==> src/hw/xmodem_pkg.sv <==
`default_nettype none

package xmodem_pkg;

    // xmodem control codes
    localparam logic [7:0] SOH_BYTE = 8'h01;
    localparam logic [7:0] EOT_BYTE = 8'h04;
    localparam logic [7:0] ACK_BYTE = 8'h06;
    localparam logic [7:0] NAK_BYTE = 8'h15;

    // message bytes in one block, checksum variant
    localparam int BLOCK_DATA_BYTES = 128;

    // start bit, 8 data bits, stop bit
    localparam int UART_FRAME_BITS = 10;

endpackage

`default_nettype wire

==> src/hw/uart_byte_rx.sv <==
`timescale 1ns/1ps
`default_nettype none

module uart_byte_rx #(
    parameter int CYC_PER_BIT = 20
) (
    input  wire        clk,
    input  wire        rst,
    input  wire        rx_pin,
    output logic [7:0] rx_byte,
    output logic       byte_valid
);

    localparam int CNT_W = $clog2(CYC_PER_BIT + 1);
    localparam logic [CNT_W-1:0] HALF_BIT = CNT_W'(CYC_PER_BIT / 2 - 1);
    localparam logic [CNT_W-1:0] FULL_BIT = CNT_W'(CYC_PER_BIT - 1);
    localparam logic [3:0] LAST_BIT = 4'(xmodem_pkg::UART_FRAME_BITS - 1);

    logic             rx_meta;
    logic             rx_sync;
    logic             rx_prev;
    logic             fall_edge;
    logic             receiving;
    logic             sample_tick;
    logic             frame_done;
    logic [CNT_W-1:0] cyc_cnt;
    logic [3:0]       bit_cnt;
    logic [8:0]       shreg;

    // line idles high, so the flops reset to one
    always_ff @(posedge clk) begin
        if (rst) begin
            rx_meta <= 1'b1;
            rx_sync <= 1'b1;
            rx_prev <= 1'b1;
        end else begin
            rx_meta <= rx_pin;
            rx_sync <= rx_meta;
            rx_prev <= rx_sync;
        end
    end

    assign fall_edge   = rx_prev & ~rx_sync;
    assign sample_tick = receiving && (cyc_cnt == '0);

    // half a bit to the first sample, then one sample per bit
    always_ff @(posedge clk) begin
        if (rst) begin
            receiving  <= 1'b0;
            frame_done <= 1'b0;
            cyc_cnt    <= '0;
            bit_cnt    <= '0;
        end else begin
            frame_done <= 1'b0;
            if (!receiving) begin
                if (fall_edge) begin
                    receiving <= 1'b1;
                    cyc_cnt   <= HALF_BIT;
                    bit_cnt   <= '0;
                end
            end else if (sample_tick) begin
                cyc_cnt <= FULL_BIT;
                if (bit_cnt == LAST_BIT) begin
                    receiving  <= 1'b0;
                    frame_done <= 1'b1;
                end else begin
                    bit_cnt <= bit_cnt + 4'd1;
                end
            end else begin
                cyc_cnt <= cyc_cnt - 1'b1;
            end
        end
    end

    // start bit drops off the end, stop bit ends up in bit 8
    always_ff @(posedge clk) begin
        if (sample_tick) begin
            shreg <= {rx_sync, shreg[8:1]};
        end
    end

    assign rx_byte    = shreg[7:0];
    assign byte_valid = frame_done & shreg[8];

endmodule

`default_nettype wire

==> src/hw/uart_reply_tx.sv <==
`timescale 1ns/1ps
`default_nettype none

module uart_reply_tx #(
    parameter int CYC_PER_BIT = 20
) (
    input  wire  clk,
    input  wire  rst,
    input  wire  send_ack,
    input  wire  send_nak,
    output logic tx,
    output logic busy
);

    localparam int FRAME_W = xmodem_pkg::UART_FRAME_BITS;
    localparam int CNT_W   = $clog2(CYC_PER_BIT + 1);
    localparam logic [CNT_W-1:0] FULL_BIT = CNT_W'(CYC_PER_BIT - 1);
    localparam logic [3:0] LAST_BIT = 4'(FRAME_W - 1);

    logic [FRAME_W-1:0] frame;
    logic [CNT_W-1:0]   cyc_cnt;
    logic [3:0]         bit_cnt;
    logic [7:0]         code;

    assign code = send_ack ? xmodem_pkg::ACK_BYTE : xmodem_pkg::NAK_BYTE;

    // requests while busy are dropped
    always_ff @(posedge clk) begin
        if (rst) begin
            frame   <= '1;
            busy    <= 1'b0;
            cyc_cnt <= '0;
            bit_cnt <= '0;
        end else if (!busy) begin
            if (send_ack || send_nak) begin
                frame   <= {1'b1, code, 1'b0};
                busy    <= 1'b1;
                cyc_cnt <= FULL_BIT;
                bit_cnt <= '0;
            end
        end else if (cyc_cnt == '0) begin
            cyc_cnt <= FULL_BIT;
            if (bit_cnt == LAST_BIT) begin
                // stop bit stays on the line while idle
                busy <= 1'b0;
            end else begin
                bit_cnt <= bit_cnt + 4'd1;
                frame   <= {1'b1, frame[FRAME_W-1:1]};
            end
        end else begin
            cyc_cnt <= cyc_cnt - 1'b1;
        end
    end

    assign tx = frame[0];

endmodule

`default_nettype wire

==> src/hw/xmodem_block_parser.sv <==
`timescale 1ns/1ps
`default_nettype none

module xmodem_block_parser (
    input  wire        clk,
    input  wire        rst,
    input  wire  [7:0] rx_byte,
    input  wire        byte_valid,
    output logic [7:0] data,
    output logic       data_valid,
    output logic       repeat_block,
    output logic       block_ok,
    output logic       block_bad,
    output logic       eot_seen
);

    localparam logic [2:0] ST_HEADER = 3'd0;
    localparam logic [2:0] ST_NUM    = 3'd1;
    localparam logic [2:0] ST_CMPL   = 3'd2;
    localparam logic [2:0] ST_DATA   = 3'd3;
    localparam logic [2:0] ST_CSUM   = 3'd4;

    localparam logic [6:0] LAST_DATA = 7'(xmodem_pkg::BLOCK_DATA_BYTES - 1);

    logic [2:0] state;
    logic [7:0] block_num;
    logic [7:0] prev_num;
    logic [7:0] sum;
    logic [6:0] byte_cnt;
    logic       num_err;
    logic       cmpl_ok;
    logic       num_in_window;
    logic       sum_ok;

    assign cmpl_ok       = (rx_byte == ~block_num);
    // same block again or the next one, with 8-bit wrap
    assign num_in_window = (block_num == prev_num) || (block_num == prev_num + 8'd1);
    assign sum_ok        = (rx_byte == sum);

    always_ff @(posedge clk) begin
        if (rst) begin
            state        <= ST_HEADER;
            prev_num     <= 8'h00;
            sum          <= 8'h00;
            byte_cnt     <= '0;
            num_err      <= 1'b0;
            repeat_block <= 1'b0;
            data_valid   <= 1'b0;
            block_ok     <= 1'b0;
            block_bad    <= 1'b0;
            eot_seen     <= 1'b0;
        end else begin
            data_valid <= 1'b0;
            block_ok   <= 1'b0;
            block_bad  <= 1'b0;
            eot_seen   <= 1'b0;
            if (byte_valid) begin
                case (state)
                    ST_HEADER: begin
                        // anything other than SOH or EOT is line noise here
                        if (rx_byte == xmodem_pkg::SOH_BYTE) begin
                            state        <= ST_NUM;
                            repeat_block <= 1'b0;
                            sum          <= 8'h00;
                            byte_cnt     <= '0;
                        end else if (rx_byte == xmodem_pkg::EOT_BYTE) begin
                            eot_seen <= 1'b1;
                        end
                    end
                    ST_NUM: begin
                        state <= ST_CMPL;
                    end
                    ST_CMPL: begin
                        num_err      <= !(cmpl_ok && num_in_window);
                        repeat_block <= (block_num == prev_num);
                        state        <= ST_DATA;
                    end
                    ST_DATA: begin
                        sum        <= sum + rx_byte;
                        data_valid <= 1'b1;
                        byte_cnt   <= byte_cnt + 7'd1;
                        if (byte_cnt == LAST_DATA) begin
                            state <= ST_CSUM;
                        end
                    end
                    ST_CSUM: begin
                        if (!num_err && sum_ok) begin
                            block_ok <= 1'b1;
                            prev_num <= block_num;
                        end else begin
                            block_bad <= 1'b1;
                        end
                        state <= ST_HEADER;
                    end
                    default: begin
                        state <= ST_HEADER;
                    end
                endcase
            end
        end
    end

    // block number and data word
    always_ff @(posedge clk) begin
        if (byte_valid && state == ST_NUM) begin
            block_num <= rx_byte;
        end
        if (byte_valid && state == ST_DATA) begin
            data <= rx_byte;
        end
    end

endmodule

`default_nettype wire

==> src/hw/xmodem_rx.sv <==
`timescale 1ns/1ps
`default_nettype none

module xmodem_rx #(
    parameter int CYC_PER_BIT = 20,
    parameter int MAX_RETRY   = 10
) (
    input  wire       clk,
    input  wire       rst,
    input  wire       rx_pin,
    input  wire       start,
    output wire       tx,
    output wire [7:0] data,
    output wire       data_valid,
    output wire       repeat_block,
    output wire       block_ok,
    output wire       block_bad,
    output wire       done,
    output wire       aborted
);

    wire [7:0] rx_byte;
    wire       byte_valid;
    wire       eot_seen;
    wire       send_ack;
    wire       send_nak;
    wire       tx_busy;

    uart_byte_rx #(
        .CYC_PER_BIT(CYC_PER_BIT)
    ) uart_byte_rx_inst (
        .clk(clk),
        .rst(rst),
        .rx_pin(rx_pin),
        .rx_byte(rx_byte),
        .byte_valid(byte_valid)
    );

    xmodem_block_parser xmodem_block_parser_inst (
        .clk(clk),
        .rst(rst),
        .rx_byte(rx_byte),
        .byte_valid(byte_valid),
        .data(data),
        .data_valid(data_valid),
        .repeat_block(repeat_block),
        .block_ok(block_ok),
        .block_bad(block_bad),
        .eot_seen(eot_seen)
    );

    xmodem_session_ctrl #(
        .MAX_RETRY(MAX_RETRY)
    ) xmodem_session_ctrl_inst (
        .clk(clk),
        .rst(rst),
        .start(start),
        .block_ok(block_ok),
        .block_bad(block_bad),
        .eot_seen(eot_seen),
        .send_ack(send_ack),
        .send_nak(send_nak),
        .done(done),
        .aborted(aborted)
    );

    // reply path back to the sender
    uart_reply_tx #(
        .CYC_PER_BIT(CYC_PER_BIT)
    ) uart_reply_tx_inst (
        .clk(clk),
        .rst(rst),
        .send_ack(send_ack),
        .send_nak(send_nak),
        .tx(tx),
        .busy(tx_busy)
    );

endmodule

`default_nettype wire

==> src/hw/xmodem_session_ctrl.sv <==
`timescale 1ns/1ps
`default_nettype none

module xmodem_session_ctrl #(
    parameter int MAX_RETRY = 10
) (
    input  wire  clk,
    input  wire  rst,
    input  wire  start,
    input  wire  block_ok,
    input  wire  block_bad,
    input  wire  eot_seen,
    output logic send_ack,
    output logic send_nak,
    output logic done,
    output logic aborted
);

    localparam int RETRY_W = $clog2(MAX_RETRY + 1);
    localparam logic [RETRY_W-1:0] LAST_RETRY = RETRY_W'(MAX_RETRY - 1);

    logic               active;
    logic [RETRY_W-1:0] retry_cnt;

    always_ff @(posedge clk) begin
        if (rst) begin
            active    <= 1'b0;
            retry_cnt <= '0;
            send_ack  <= 1'b0;
            send_nak  <= 1'b0;
            done      <= 1'b0;
            aborted   <= 1'b0;
        end else begin
            send_ack <= 1'b0;
            send_nak <= 1'b0;
            done     <= 1'b0;
            aborted  <= 1'b0;
            if (!active) begin
                // receiver opens the session with a NAK
                if (start) begin
                    send_nak  <= 1'b1;
                    active    <= 1'b1;
                    retry_cnt <= '0;
                end
            end else if (eot_seen) begin
                send_ack <= 1'b1;
                done     <= 1'b1;
                active   <= 1'b0;
            end else if (block_ok) begin
                send_ack  <= 1'b1;
                retry_cnt <= '0;
            end else if (block_bad) begin
                send_nak <= 1'b1;
                // give up after too many bad blocks in a row
                if (retry_cnt == LAST_RETRY) begin
                    aborted   <= 1'b1;
                    active    <= 1'b0;
                    retry_cnt <= '0;
                end else begin
                    retry_cnt <= retry_cnt + 1'b1;
                end
            end
        end
    end

endmodule

`default_nettype wire

==> config.mk <==
export PLATFORM = sky130hd
export DESIGN_NAME = xmodem_rx
export DESIGN_NICKNAME = d
export VERILOG_FILES = /design/src/hw/xmodem_pkg.sv /design/src/hw/uart_byte_rx.sv /design/src/hw/uart_reply_tx.sv /design/src/hw/xmodem_block_parser.sv /design/src/hw/xmodem_rx.sv /design/src/hw/xmodem_session_ctrl.sv
export SDC_FILE = /design/constraint.sdc
export NUM_CORES = 1
export LEC_CHECK = 0
export CAP_MARGIN = 20
export CORE_MARGIN = 2
export CORE_UTILIZATION = 55
export DETAILED_ROUTE_END_ITERATION = 6
export DONT_BUFFER_PORTS = 1
export PLACE_DENSITY = 0.7
export SYNTH_ARGS = -nofsm -noshare
export SYNTH_HDL_FRONTEND = slang
export SYNTH_HIERARCHICAL = 1
export SYNTH_SLANG_ARGS = --single-unit
==> constraint.sdc <==
create_clock -name clk -period 4.8 [get_ports clk]
set_clock_uncertainty 0.2 [all_clocks]
set_input_delay 0.48 -clock clk [delete_from_list [all_inputs] [get_ports clk]]
set_output_delay 0.48 -clock clk [all_outputs]
set_load 0.01 [all_outputs]
==> results.md <==
- Latest clock arrival within the worst-skew pair: 0.35 ns
- Setup CP Type: reg2reg
- Yosys warns: 6
- Maximum vdd drop: 0.170 mV
- CTS Buf Count: 9
- Die Y: 97.7 µm
- P_sw: 0.353 mW
- Reg-to-Reg Start: uart_byte_rx_inst/shreg[2]
- Comb pwr share: 7.0%
- Cell count after synthesis: 494
- Pin count of the biggest net entering global routing: 51
- Max-cap violation count: 0
- Required time worst endpoint: 4.83 ns
- Max_slew headroom: 38.7%
- Clock sink count: 99
- Total track usage: 20.0%
- Detailed placer's ending HPWL: 6.39 mm
- First-pass GRT wire length: 15.6 mm
- Hold Path Class: in2reg
- Initial Utilization: 55.9%
- Cell Pwr Density: 302 nW/µm²
- Synth top area share: 30.7%
- Commonest non-fill, non-tap cell in the layout: dfxtp_1
- Ant diodes: 0
- First DRT Iteration DRCs: 167
- Nets: 497
- RSZ-0062 raised after global routing: no
- Max FO, Critical Path: 9
- Clock network fraction of design power: 33.6%
- Async SR Flop Fraction: 0%
- Vias in the first global route: 3287
- Core Area: 8640 µm²
- Post-Syn Area: 4830 µm²
- Switching part of the total: 23.3%
- Internal power: 1.16 mW
- H-tree lvl count: 3
- Boundary pin count: 19
- Fillers: 758
- Wire per inst: 15.9 µm
- Clock Tree Buf Depth: 2
- Sequential Power Share: 59.5%
- CP max stage cell: nand4_1
- Sequential area share after synthesis: 46.2%
- Cell family with most CP delay: simple AND/OR/NAND/NOR gates
- Cell leakage power: 1.79 nW
- Total power: 1.51 mW
- # port buffers: 0
- First drt pass iteration count: 5
- Clock Tree Root: clkbuf_8
- Setup tns final: 0 ns
- # Post-CTS Setup Buffers: 0
- Placer Congestion: 0.911
- Area added between synthesis and finish: 3.86%
- Syn Nets: 516
- Layout cells sized above 1: 7.71%
- Synth unique cells: 77
- Crit path launch: uart_byte_rx_inst/shreg[2]
- Final period util: 58.8%
- Vias: 3504
- Worst slew pin tran: 0.912 ns
- Synth top area cells: dfxtp_1 (31%), edfxtp_1 (16%), ha_1 (4.4%)
- Synth Flop Type: dfxtp_1
- Die Width: 97.7 µm
- Cell taking the most area after synthesis: dfxtp_1
- Full die area: 9540 µm²
- Slowest stage delay, CP: 0.54 ns
- CTS tree: built
- Flops & latches, synth: 99
- Crit-path cells: ha_1 -> nor4_1 -> nand2_1 -> a21oi_1 -> nand4_1 -> mux2i_1 -> nor2_1
- Reg2Reg Setup Slack: 1.98 ns
- Final ANT Viol Nets: 0
- CP endpoint kind: register
- EDFF count, synth: 25
- Crit start category: register
- # setup viols final: 0
- Detailed Route WL: 9.35 mm
- Vias/cell: 5.96
- Commonest cells after routing, fill and taps aside: dfxtp_1 (74), nor2_1 (50), a21oi_1 (33)
- Area of the multi-input gates: 2360 µm²
- F_max: 354 MHz
- Avg Cell Area, Syn: 9.77 µm²
- Rows: 34
- Critical path buffers and inverters: 0
- Status: complete, no violations
- Post-DP Area: 4810 µm²
- DRC violations left: 0
- Grt ovf: 0
- Max-slew violation count: 0
- Post-route cell area: 5010 µm²
- Worst EP arrival: 2.85 ns
- Final Hold Vio Count: 0
- Crit path time final: 2.82 ns
- Initial antenna violation count: 0
- Reg area: 2230 µm²
- Min-delay src: rst
- Clock slew seen by the registers of the worst setup and hold paths: 0.09 ns
per-layer routing:
layer,GRT usage (%),part of all wire (%),up-vias
li1,-,-,1766
met1,26.5,47,1673
met2,33.3,49,52
met3,3.09,2.5,13
met4,7.37,1.3,0
met5,0,0,-
metrics by stage:
stage	hold slack [ns]	util [%]	instances	worst slack [ns]
3_3_place_gp	0.193	55.6	570	2.20
4_1_cts	0.00770	58.1	588	2.02
5_1_grt	0.00299	58.1	588	1.74
6_report	0.0306	58.1	588	1.98
2_1_floorplan	0.189	-	494	2.55
3_5_place_dp	0.199	55.7	571	2.05
final timing paths:
path	cells after the start	end
hold reg to reg	1	uart_byte_rx_inst/rx_sync
hold / removal	1	uart_reply_tx_inst/frame[8]
setup reg to reg	7	xmodem_block_parser_inst/prev_num[3]
setup / recovery	7	xmodem_block_parser_inst/prev_num[3]
what timing repair did:
item	4_1_cts	5_1_grt
endpoints found under the setup margin	0	0
resized for setup	0	0
hold endpoints to repair	50	0
hold buffers	1	0
logic make-up (layout without fill, tap and decap cells):
group	Yosys count	in the layout	synth area share, %
and+or+nand+nor	174	174	21.5
AOI/OAI and AO/OA	116	116	15.8
DFF	99	99	46.2
buffers and inverters	51	37	4.85
xor gates and xnor gates	25	25	4.53
adders and majority gates	18	18	4.82
muxes	11	11	2.31
registers in the layout, summed over array words and instances (netlist names), 7 cells and up:
| signal | flops |
|---|---|
| xmodem_block_parser_inst/sum | 8 |
| xmodem_block_parser_inst/block_num | 8 |
| xmodem_block_parser_inst/data | 8 |
| uart_reply_tx_inst/frame | 9 |
| xmodem_block_parser_inst/prev_num | 8 |
| xmodem_block_parser_inst/byte_cnt | 7 |
| uart_byte_rx_inst/shreg | 9 |
power groups by stage:
| stage | Sequential, mW | Combinational [mW] | Clock (mW) |
|---|---|---|---|
| 2_1_floorplan | 0.908 | 0.0995 | 0 |
| 3_3_place_gp | 0.917 | 0.0931 | 0 |
| 3_5_place_dp | 0.919 | 0.0972 | 0 |
| 4_1_cts | 0.899 | 0.106 | 0.527 |
| 5_1_grt | 0.904 | 0.119 | 0.555 |
| 6_report | 0.899 | 0.106 | 0.508 |
synthesized netlist by cell type, types with 2 or more instances:
library cell  count
o211ai_1          5
a21o_1            2
buf_4             8
a221oi_1          3
o21ai_1           2
o2111ai_1         3
or2_2             6
nor3_1            7
xor2_1            8
nand3_1          16
mux2i_1          10
ha_1             17
nand4_1           7
a31oi_1           7
or4_1             2
inv_1            18
edfxtp_1         25
a211o_1           3
nor2_1           50
buf_2             3
nor2b_1           4
dfxtp_1          74
nand4b_1          2
nand2b_1          9
xnor2_1          17
nand3b_1          9
nor3b_1           5
a22oi_1          12
a211oi_1          7
and2_1            2
a311oi_1          2
nor4_1            8
nor4b_1           3
o21ai_0          20
a21oi_1          33
o21bai_1          2
nand2_1          17
clkbuf_1         20
and3_1            6
or4b_1            2
nor3b_4           2
area by class of cell:
cell class / instances / area share [%]
multi-input cells: 344 / 47.1
inverters: 19 / 1.45
well taps: 108 / 2.69
clock buffers: 11 / 2.62
clock inverters: 5 / 1.07
flip-flops and latches: 99 / 44.5
repair buffers: 2 / 0.549
Note: power is estimated with default switching activity, not from simulation.
